<file path="config.mk">
export PLATFORM = sky130hd
export DESIGN_NAME = log2_unit
export DESIGN_NICKNAME = d
export VERILOG_FILES = /design/src/hdl/g729_pkg.sv /design/src/hdl/norm_l.sv /design/src/hdl/log2_table.sv /design/src/hdl/log2_interp.sv /design/src/hdl/log2_ctrl.sv /design/src/hdl/log2_unit.sv
export SDC_FILE = /design/constraint.sdc
export NUM_CORES = 1
export LEC_CHECK = 0
export BUFFER_PORTS_ARGS = -buffer_cell sky130_fd_sc_hd__buf_2
export CAP_MARGIN = 20
export CORE_MARGIN = 1.5
export CORE_UTILIZATION = 60
export CTS_CLUSTER_SIZE = 20
export DETAILED_ROUTE_END_ITERATION = 12
export PLACE_DENSITY = 0.77
export SYNTH_ARGS = -nofsm -noshare
export SYNTH_HDL_FRONTEND = slang
export SYNTH_SLANG_ARGS = --single-unit
</file>
<file path="constraint.sdc">
create_clock -name clk -period 16.2 [get_ports clk]
set_clock_uncertainty 0.15 [all_clocks]
set_input_delay 3.24 -clock clk [delete_from_list [all_inputs] [get_ports clk]]
set_output_delay 3.24 -clock clk [all_outputs]
set_load 0.1 [all_outputs]
</file>
<file path="src/hdl/g729_pkg.sv">
`default_nettype none

package g729_pkg;

	////////////////////////////////////////////////////////////
	// Word widths of the G.729 fixed-point basic operations
	////////////////////////////////////////////////////////////

	// Long word, Word32 in the codec sources
	localparam int WORD_W = 32;

	// Short word, Word16
	localparam int HALF_W = 16;

	// Magnitude at or above this counts as normalized
	localparam logic [WORD_W-1:0] NORM_FACTOR = 32'h4000_0000;

	////////////////////////////////////////////////////////////
	// State encodings
	////////////////////////////////////////////////////////////

	// norm_l sequencer
	typedef enum logic {
		NORM_IDLE,
		NORM_SHIFT
	} norm_state_t;

	// Log2 controller
	typedef enum logic [1:0] {
		L2_IDLE,
		L2_NORM,
		L2_INTERP,
		L2_OUT
	} log2_state_t;

	////////////////////////////////////////////////////////////
	// Log2 table
	////////////////////////////////////////////////////////////

	// 32 intervals plus the closing end point
	localparam int TABLE_SIZE = 33;

endpackage

`default_nettype wire

</file>
<file path="src/hdl/norm_l.sv">
`default_nettype none

module norm_l
	import g729_pkg::*;
(
	input  logic                     clk,
	input  logic                     reset,
	input  logic                     ready,
	input  logic signed [WORD_W-1:0] var1,
	output logic        [HALF_W-1:0] norm,
	output logic                     done
);

	norm_state_t state;
	norm_state_t next_state;

	// Working magnitude, never negative once latched
	logic [WORD_W-1:0] val_q;
	logic [HALF_W-1:0] count_q;

	logic start;
	logic trivial;
	logic at_norm;

	// Zero and minus one have no leading bit to find
	assign trivial = (var1 == '0) || (var1 == {WORD_W{1'b1}});
	assign start = (state == NORM_IDLE) && ready;
	assign at_norm = (val_q >= NORM_FACTOR);

	// Count only shown while a shift run is active
	// Fast path finishes in IDLE, so it reads as 0
	assign norm = (state == NORM_SHIFT) ? count_q : '0;

	////////////////////////////////////////////////////////////
	// Next state and done
	////////////////////////////////////////////////////////////

	always_comb
	begin
		next_state = state;
		done = 1'b0;
		case (state)
			NORM_IDLE:
			begin
				// Trivial inputs answer in the ready cycle
				if (ready && trivial)
					done = 1'b1;
				else if (ready)
					next_state = NORM_SHIFT;
			end
			NORM_SHIFT:
			begin
				// Bit 30 reached, count is final
				if (at_norm)
				begin
					done = 1'b1;
					next_state = NORM_IDLE;
				end
			end
			default:
				next_state = NORM_IDLE;
		endcase
	end

	always_ff @(posedge clk)
	begin
		if (reset)
			state <= NORM_IDLE;
		else
			state <= next_state;
	end

	// Shift counter
	always_ff @(posedge clk)
	begin
		if (reset)
			count_q <= '0;
		else if (start)
			count_q <= '0;
		else if ((state == NORM_SHIFT) && !at_norm)
			count_q <= count_q + 1'b1;
	end

	// Magnitude register
	// Negative values take the ones' complement, as in the standard
	always_ff @(posedge clk)
	begin
		if (start)
			val_q <= var1[WORD_W-1] ? ~var1 : var1;
		else if ((state == NORM_SHIFT) && !at_norm)
			val_q <= val_q << 1;
	end

	// A non-trivial input reaches bit 30 within 30 shifts
	norm_range_a: assert property (@(posedge clk) disable iff (reset)
		(state == NORM_SHIFT) |-> (count_q <= 16'd30));

endmodule

`default_nettype wire

</file>
<file path="src/hdl/log2_table.sv">
`default_nettype none

module log2_table
	import g729_pkg::*;
(
	input  logic [4:0]        index,
	output logic [HALF_W-1:0] tab_lo,
	output logic [HALF_W-1:0] tab_hi
);

	////////////////////////////////////////////////////////////
	// Log2 sample points
	////////////////////////////////////////////////////////////

	// Entry i is 32768 * log2(1 + i/32), rounded, Q15
	// Last entry saturates at 32767
	localparam logic [HALF_W-1:0] LOG2_TAB [0:TABLE_SIZE-1] = '{
		16'd0,
		16'd1455,
		16'd2866,
		16'd4236,
		16'd5568,
		16'd6863,
		16'd8124,
		16'd9352,
		16'd10549,
		16'd11716,
		16'd12855,
		16'd13967,
		16'd15054,
		16'd16117,
		16'd17156,
		16'd18172,
		16'd19167,
		16'd20142,
		16'd21097,
		16'd22033,
		16'd22951,
		16'd23852,
		16'd24735,
		16'd25603,
		16'd26455,
		16'd27291,
		16'd28113,
		16'd28922,
		16'd29716,
		16'd30497,
		16'd31266,
		16'd32023,
		16'd32767
	};

	// Upper neighbour, one bit wider so entry 32 is reachable
	logic [5:0] index_hi;

	assign index_hi = {1'b0, index} + 6'd1;

	// Both ends of the interval in the same cycle
	assign tab_lo = LOG2_TAB[index];
	assign tab_hi = LOG2_TAB[index_hi];

endmodule

`default_nettype wire

</file>
<file path="src/hdl/log2_interp.sv">
`default_nettype none

module log2_interp
	import g729_pkg::*;
(
	input  logic              clk,
	input  logic              reset,
	input  logic              interp_start,
	input  logic [WORD_W-1:0] norm_x,
	output logic [4:0]        index,
	input  logic [HALF_W-1:0] tab_lo,
	input  logic [HALF_W-1:0] tab_hi,
	output logic [HALF_W-1:0] frac,
	output logic              frac_valid
);

	// Interpolation weight, Q15
	logic [14:0] a;

	// Stage one registers
	logic                     s1_valid;
	logic        [HALF_W-1:0] lo_q;
	logic signed [HALF_W-1:0] diff_q;
	logic        [14:0]       a_q;

	// Stage two arithmetic
	logic signed [WORD_W-1:0] prod;
	logic signed [WORD_W-1:0] acc;

	////////////////////////////////////////////////////////////
	// Stage one: table lookup and weight
	////////////////////////////////////////////////////////////

	// Bit 30 is the leading one, next five bits pick the interval
	assign index = norm_x[29:25];
	assign a = norm_x[24:10];

	always_ff @(posedge clk)
	begin
		if (interp_start)
		begin
			lo_q <= tab_lo;
			// Table rises, so the difference is zero or negative
			diff_q <= $signed(tab_lo) - $signed(tab_hi);
			a_q <= a;
		end
	end

	////////////////////////////////////////////////////////////
	// Stage two: L_msu of the difference and weight
	////////////////////////////////////////////////////////////

	// Weight zero-extended so it multiplies as a positive value
	assign prod = diff_q * $signed({1'b0, a_q});

	// tab_lo in the high half, minus twice the product
	assign acc = $signed({lo_q, 16'h0000}) - (prod <<< 1);

	always_ff @(posedge clk)
	begin
		if (s1_valid)
			frac <= acc[WORD_W-1:HALF_W];
	end

	// Valid bits travel with the data, one item per stage
	always_ff @(posedge clk)
	begin
		if (reset)
		begin
			s1_valid <= 1'b0;
			frac_valid <= 1'b0;
		end
		else
		begin
			s1_valid <= interp_start;
			frac_valid <= s1_valid;
		end
	end

	// Controller must hand over a normalized value
	norm_x_a: assert property (@(posedge clk) disable iff (reset)
		interp_start |-> norm_x[30]);

endmodule

`default_nettype wire

</file>
<file path="src/hdl/log2_ctrl.sv">
`default_nettype none

module log2_ctrl
	import g729_pkg::*;
(
	input  logic                     clk,
	input  logic                     reset,
	input  logic                     ready,
	input  logic signed [WORD_W-1:0] l_x,
	output logic                     norm_ready,
	input  logic        [HALF_W-1:0] norm,
	input  logic                     norm_done,
	output logic                     interp_start,
	output logic        [WORD_W-1:0] norm_x,
	input  logic        [HALF_W-1:0] frac,
	input  logic                     frac_valid,
	output logic                     done,
	output logic                     busy,
	output logic        [HALF_W-1:0] exponent,
	output logic        [HALF_W-1:0] fraction
);

	log2_state_t state;
	log2_state_t next_state;

	// Copy of the input for the shift after norm_l
	logic [WORD_W-1:0] x_q;
	// Exponent waiting for the fraction
	logic [HALF_W-1:0] exp_q;

	logic accept;
	logic positive;

	////////////////////////////////////////////////////////////
	// Handshake with norm_l and the interpolator
	////////////////////////////////////////////////////////////

	// Requests while busy fall through here
	assign accept = (state == L2_IDLE) && ready;
	// Log2 is only defined above zero
	assign positive = (l_x > 32'sd0);

	// norm_l sees l_x directly, so it starts on the same edge
	assign norm_ready = accept && positive;

	// Shift and launch in the norm_done cycle
	assign interp_start = (state == L2_NORM) && norm_done;
	assign norm_x = x_q << norm;

	assign busy = (state != L2_IDLE);

	always_comb
	begin
		next_state = state;
		case (state)
			L2_IDLE:
			begin
				if (accept)
					next_state = positive ? L2_NORM : L2_OUT;
			end
			L2_NORM:
			begin
				if (norm_done)
					next_state = L2_INTERP;
			end
			L2_INTERP:
			begin
				if (frac_valid)
					next_state = L2_OUT;
			end
			// Done cycle, busy still high
			L2_OUT:
				next_state = L2_IDLE;
			default:
				next_state = L2_IDLE;
		endcase
	end

	always_ff @(posedge clk)
	begin
		if (reset)
			state <= L2_IDLE;
		else
			state <= next_state;
	end

	// Input copy and pending exponent
	always_ff @(posedge clk)
	begin
		if (accept)
			x_q <= l_x;
		if (interp_start)
			exp_q <= HALF_W'(30) - norm;
	end

	////////////////////////////////////////////////////////////
	// Result registers
	////////////////////////////////////////////////////////////

	always_ff @(posedge clk)
	begin
		if (reset)
		begin
			done <= 1'b0;
			exponent <= '0;
			fraction <= '0;
		end
		else
		begin
			done <= 1'b0;
			// Non-positive fast path
			if (accept && !positive)
			begin
				done <= 1'b1;
				exponent <= '0;
				fraction <= '0;
			end
			else if ((state == L2_INTERP) && frac_valid)
			begin
				done <= 1'b1;
				exponent <= exp_q;
				fraction <= frac;
			end
		end
	end

	// norm_l answers only while the sequencer waits for it
	norm_done_a: assert property (@(posedge clk) disable iff (reset)
		norm_done |-> (state == L2_NORM));

	// Done is a single-cycle pulse
	done_pulse_a: assert property (@(posedge clk) disable iff (reset)
		done |=> !done);

endmodule

`default_nettype wire

</file>
<file path="src/hdl/log2_unit.sv">
`default_nettype none

module log2_unit
	import g729_pkg::*;
(
	input  logic                     clk,
	input  logic                     reset,
	input  logic                     ready,
	input  logic signed [WORD_W-1:0] l_x,
	output logic                     done,
	output logic                     busy,
	output logic        [HALF_W-1:0] exponent,
	output logic        [HALF_W-1:0] fraction
);

	// Controller to normalizer
	logic              norm_ready;
	logic [HALF_W-1:0] norm;
	logic              norm_done;

	// Controller to interpolator
	logic              interp_start;
	logic [WORD_W-1:0] norm_x;
	logic [HALF_W-1:0] frac;
	logic              frac_valid;

	// Interpolator to table
	logic [4:0]        index;
	logic [HALF_W-1:0] tab_lo;
	logic [HALF_W-1:0] tab_hi;

	////////////////////////////////////////////////////////////
	// Sequencer
	////////////////////////////////////////////////////////////

	log2_ctrl u_ctrl (
		.clk          (clk),
		.reset        (reset),
		.ready        (ready),
		.l_x          (l_x),
		.norm_ready   (norm_ready),
		.norm         (norm),
		.norm_done    (norm_done),
		.interp_start (interp_start),
		.norm_x       (norm_x),
		.frac         (frac),
		.frac_valid   (frac_valid),
		.done         (done),
		.busy         (busy),
		.exponent     (exponent),
		.fraction     (fraction)
	);

	// Normalizer reads l_x straight from the port
	norm_l u_norm (
		.clk   (clk),
		.reset (reset),
		.ready (norm_ready),
		.var1  (l_x),
		.norm  (norm),
		.done  (norm_done)
	);

	////////////////////////////////////////////////////////////
	// Fraction datapath
	////////////////////////////////////////////////////////////

	log2_interp u_interp (
		.clk          (clk),
		.reset        (reset),
		.interp_start (interp_start),
		.norm_x       (norm_x),
		.index        (index),
		.tab_lo       (tab_lo),
		.tab_hi       (tab_hi),
		.frac         (frac),
		.frac_valid   (frac_valid)
	);

	log2_table u_table (
		.index  (index),
		.tab_lo (tab_lo),
		.tab_hi (tab_hi)
	);

endmodule

`default_nettype wire

</file>
=== Yosys cells after proc, flatten, opt, wreduce, memory -nomap -nowiden ===
Memories as Yosys holds them, arrays and structs flattened.
Cells that the tools add are included.
Widths: inputs -> output; s select.

* Flip-flop bits (word level): 197
* Latch bits: 0
* Memory bits (writable): 0
* Memory bits (read-only): 2048
* Input bits: 35
* Output and inout bits: 34
* Memories kept: 2

{| class="wikitable"
|+ Memories
! memory !! words !! width !! rd ports !! clocked after memory_dff !! write ports !! line !! source
|-
| (no name shown) || 64 || 16 || 1 || 0 || 0 || log2_table.sv:59 || <nowiki>assign tab_lo = LOG2_TAB[index];</nowiki>
|-
| (no name shown) || 64 || 16 || 1 || 0 || 0 || log2_table.sv:60 || <nowiki>assign tab_hi = LOG2_TAB[index_hi];</nowiki>
|}

* $add $sub $neg: 5
* $mul: 1
* Div/mod/pow operators: 0
* Magnitude comparators: 4
* Equal/unequal tests: 7
* Shift-type cells: 1
* Muxes and demuxes: 22
* Bitwise operators: 4
* Reductions and logical operators: 18

{| class="wikitable"
|+ Operators with widths
! cell !! number
|-
| $mux 32 || 3
|-
| $mux 16 || 5
|-
| $eq 32x32->1 const B || 1
|-
| $ge 32x31->1 const B || 1
|-
| $gt 32x1->1 const B || 1
|-
| $logic_not 32->1 || 1
|-
| $not 32->32 || 1
|-
| $shl 32x16->30 || 1
|-
| $sub 32x32->32 || 1
|-
| $mul 16x16->31 || 1
|-
| $add 16x1->16 const B || 1
|-
| $sub 16x16->16 || 1
|-
| $sub 5x16->16 const A || 1
|-
| $logic_and 1x1->1 || 8
|-
| $mux 2 || 4
|-
| $pmux 2 s4 || 1
|-
| $ge 6x7->1 const B || 1
|-
| $ge 7x7->1 const B || 1
|-
| $mux 1 || 7
|-
| $not 6->7 || 1
|-
| $add 5x1->6 const B || 1
|-
| $ne 2x1->1 const B || 3
|-
| $not 5->6 || 1
|-
| $eq 2x2->1 const B || 2
|-
| other kinds (9) || 13
|}

=== Longest topological paths before layout ===
* Word-level depth: 8
* Depth in mapped cells: 35

=== Hierarchy ===
From an unflattened synthesis, not the netlist that was laid out.

* Cell total of the unflattened synthesis: 2300
* Area total of the unflattened synthesis: 21792.2 um^2

{| class="wikitable"
|+ By module, submodules not included
! module !! times used !! cells an instance !! area each (um^2) !! seq. area each (um^2)
|-
| log2_interp || 1 || 1280 || 12459.4 || 1931.9
|-
| log2_ctrl || 1 || 481 || 4848.4 || 2142.1
|-
| norm_l || 1 || 272 || 2628.8 || 1301.2
|-
| log2_table || 1 || 267 || 1855.5 || 0.0
|}

=== Least setup slack after synthesis ===
No wires, ideal clock.

* Kind: flip-flop to flip-flop
* From: register u_interp.a_q[1]
* To: register u_interp.frac[14] (data pin)
* Arrival time: 7606 ps
* Setup slack: 8181 ps
* Stages on the path, launching flop included: 34
* Buffers on the path: 1
* Path through: edfxtp_1 clkbuf_1 nand2_1 fa_1 fa_1 fa_1 fa_1 inv_1 fa_1 inv_1 fa_1 inv_1 ha_1 a211oi_1 nor2_1 nor2_1 o21ai_0 a21oi_1 o21ai_0 nand2_1 nand2_1 a21oi_1 xor2_1 ha_1 a21o_1 a21o_1 a21o_1 a21o_1 a21oi_1 o21ai_0 a221o_1 a21oi_1 o21bai_1 xor2_1

* Longest elaborated chain between the ends: 2

{| class="wikitable"
|+ RTL lines
! element !! line !! source
|-
| from (decl) || log2_interp.sv:24 || <nowiki>logic [14:0] a_q;</nowiki>
|-
| from (signal assigned) || log2_interp.sv:45 || <nowiki>a_q <= a;</nowiki>
|-
| $mul 16x16->31 || log2_interp.sv:54 || <nowiki>assign prod = diff_q * $signed({1'b0, a_q});</nowiki>
|-
| $sub 32x32->32 || log2_interp.sv:57 || <nowiki>assign acc = $signed({lo_q, 16'h0000}) - (prod <<< 1);</nowiki>
|-
| net u_interp.acc[30] || log2_interp.sv:28 || <nowiki>logic signed [WORD_W-1:0] acc;</nowiki>
|-
| to (signal assigned) || log2_interp.sv:62 || <nowiki>frac <= acc[WORD_W-1:HALF_W];</nowiki>
|-
| to (decl) || log2_interp.sv:13 || <nowiki>output logic [HALF_W-1:0] frac,</nowiki>
|}

The timed path passes the listed nets, and every way through them passes these cells.
A chain may end at the register's enable or synchronous reset.

=== Worst setup path in the final report ===
Ends and elaborated chain as after synthesis.

==> metrics <==
outcome=finished clean; largest net degree at the start of global routing=63; P&R area growth vs syn=6.00%; die height=approximately 190 um; initial antenna violation count=0; Num CTS Buffers=17; Buffers on Ports=68; CP most frequent cell=fa_1; final cell count without fillers=roughly 2,800; crit path launch type=flip-flop; Via Count=16,500; Post-Synthesis Cells=about 2,300; Sum Neg Setup Slack=0 ns; flops & latches, synth=around 190; CP peak stage delay=between 0.7 and 0.8 ns; CTS Root Cell=clkbuf_16; clk slew on worst S/H paths=0.08 ns; most frequent cells in the layout=nand2_1, inv_1, fa_1; Max Fclk=about 0.11 GHz; TritonCTS Sinks=approximately 190; CP Class=flip-flop to flip-flop; layout cell share with drive strength beyond 1=around 8%; clock buffer depth=2; DRC errors left=0; post-route design area=22,600 um^2; total detailed-routing wirelength=52,900 um; CTS tree=yes; syn avg cell area=between 9 and 10 um^2; Post-synth EDFFs=140; worst slew pin tran=roughly 0.88 ns; die width=between 150 and 200 um; TritonRoute pass-1 iters=5; number of distinct library cells after synthesis=83; area of the mapped netlist=21,300 um^2; DP HPWL=around 41,000 um; Hold WC Path Type=flip-flop to flip-flop; Yosys warnings=0; global placer's final weighted congestion=approximately 0.94; syn nets=2,717; Seq/Total Area, Yosys=24.8%; Top Ports=just under 70; drt via density=~6.0; Critical Path End Type=flip-flop; nets@finish=2,710; Tcrit/Tclk final=54.8%; first-pass GRT wire length=~87,000 um; number of global-route vias before repair=around 16,000; setup bufs post-CTS=0; Max-Cap Viols=0; Worst EP arrival=about 9 ns; Slew HR=slightly above 40%; number of DRC violations after detailed-routing iteration 0=1,750; Worst EP required=16.25 ns; crit path max fanout=16; FP Rows=68; placed insts=around 2,700; unrepaired setup endpoints after global routing=false; Placement Cell Area=about 22,000 um^2; Final setup viols=0; Initial Util=roughly three fifths; ANT nets after route=0; H-tree depth=4; prevailing post-synth register cell=edfxtp_1; Worst path slowest cell=edfxtp_1; CORE AREA=34,800 um^2; post-detailed-route wirelength per cell=roughly 19 um; Slew Limit Fails=0; Final Hold Viols=0; ant diodes=0; final worst path period need=~8.9 ns; fin util=between 60% and 70%; Die ar.=approximately 37,000 um^2; Post-synth ARST share=0%; Post-CTS Resized=0; most common cell after layout, fill and taps aside=nand2_1; total track usage=between 30 and 40%; hold-fix buffers at CTS=0; remaining global-route overflow=0; clk_lat worst skew=0.46 ns
## state kept, by name, summed over array words and instances (netlist names)
signal,cells
u_interp.a_q,15
u_ctrl.exp_q,16
u_ctrl.exponent,16
u_interp.lo_q,15
u_norm.state,1
u_ctrl.state,2
u_interp.diff_q,16
u_norm.count_q,16
u_ctrl.done,1
u_ctrl.x_q,30
u_ctrl.fraction,16
u_interp.s1_valid,1
u_interp.frac,16
u_interp.frac_valid,1
u_norm.val_q,32
## routing by layer
metal | routed length [um] | vias up | GRT usage (%) | part of all wire, %
li1 | - | 7579 | - | -
met5 | 0 | - | 0 | 0
met2 | 24400 | 674 | 47.2 | 46
met3 | 3540 | 132 | 4.19 | 6.7
met1 | 22800 | 8150 | 42.5 | 43
met4 | 2230 | 0 | 13.1 | 4.2
## cells in the mapped netlist, drive strengths merged (28+ instances only)
master / instances / area, um^2
nand2: 360 / 1350
inv: 331 / 1240
fa: 242 / 4840
edfxtp: 140 / 4200
ha: 140 / 1750
and2: 126 / 788
a21oi: 124 / 632
nor2: 110 / 413
o21ai: 94 / 474
clkbuf: 88 / 332
xnor2: 83 / 757
dfxtp: 54 / 1080
xor2: 34 / 298
mux4: 28 / 631
## through the flow
| stage | setup slack, ns | hold WS (ns) |
|---|---|---|
| floorplan | 8.18 | 0.321 |
| CTS | 7.36 | 0.305 |
| finish | 7.32 | 0.303 |
| global route | 6.77 | 0.318 |
| detailed placement | 7.39 | 0.294 |
| global placement | 7.68 | 0.290 |
## kinds of logic after synthesis
group / Yosys count / synth area share (%)
simple gates: 737 / 16.0
fa+ha+maj: 382 / 30.9
mux: 59 / 4.44
xor+xnor: 117 / 4.95
buf+inv: 443 / 8.03
compound gates: 368 / 10.8
flops: 194 / 24.8
## final timing paths
check / from / end / slack [ns] / cells after the start
min reg2reg: u_ctrl.exponent[5]$_SDFFE_PP0P_ / u_ctrl.exponent[5]$_SDFFE_PP0P_ / 0.30 / 2
max reg2reg: u_interp.a_q[1]$_SDFFCE_PP0P_ / u_interp.frac[14]$_DFFE_PP_ / 7.32 / 32
min: u_ctrl.exponent[5]$_SDFFE_PP0P_ / u_ctrl.exponent[5]$_SDFFE_PP0P_ / 0.30 / 2
max: u_interp.a_q[1]$_SDFFCE_PP0P_ / u_interp.frac[14]$_DFFE_PP_ / 7.32 / 32
## area by class of cell
class	count	area, um^2
clock inverter	12	159
timing repair buffer	86	541
inverter	331	1240
clock buffer	20	468
tap	455	569
sequential	194	5290
multi-input combinational	1663	14300
fill	2779	12200
## worst max-delay path: cells and delay by family, from the launching register on
kind | cells | cell delay, ns
AOI/OAI and AO/OA | 14 | 2.99
xor gates and xnor gates | 2 | 0.32
adders and majority gates | 8 | 3.74
buffers and inverters | 3 | 0.14
DFF | 1 | 0.75
and+or+nand+nor | 5 | 0.56
Power is not shown: default switching activity piles up to over one toggle a cycle in this logic, so the estimate is an artifact.
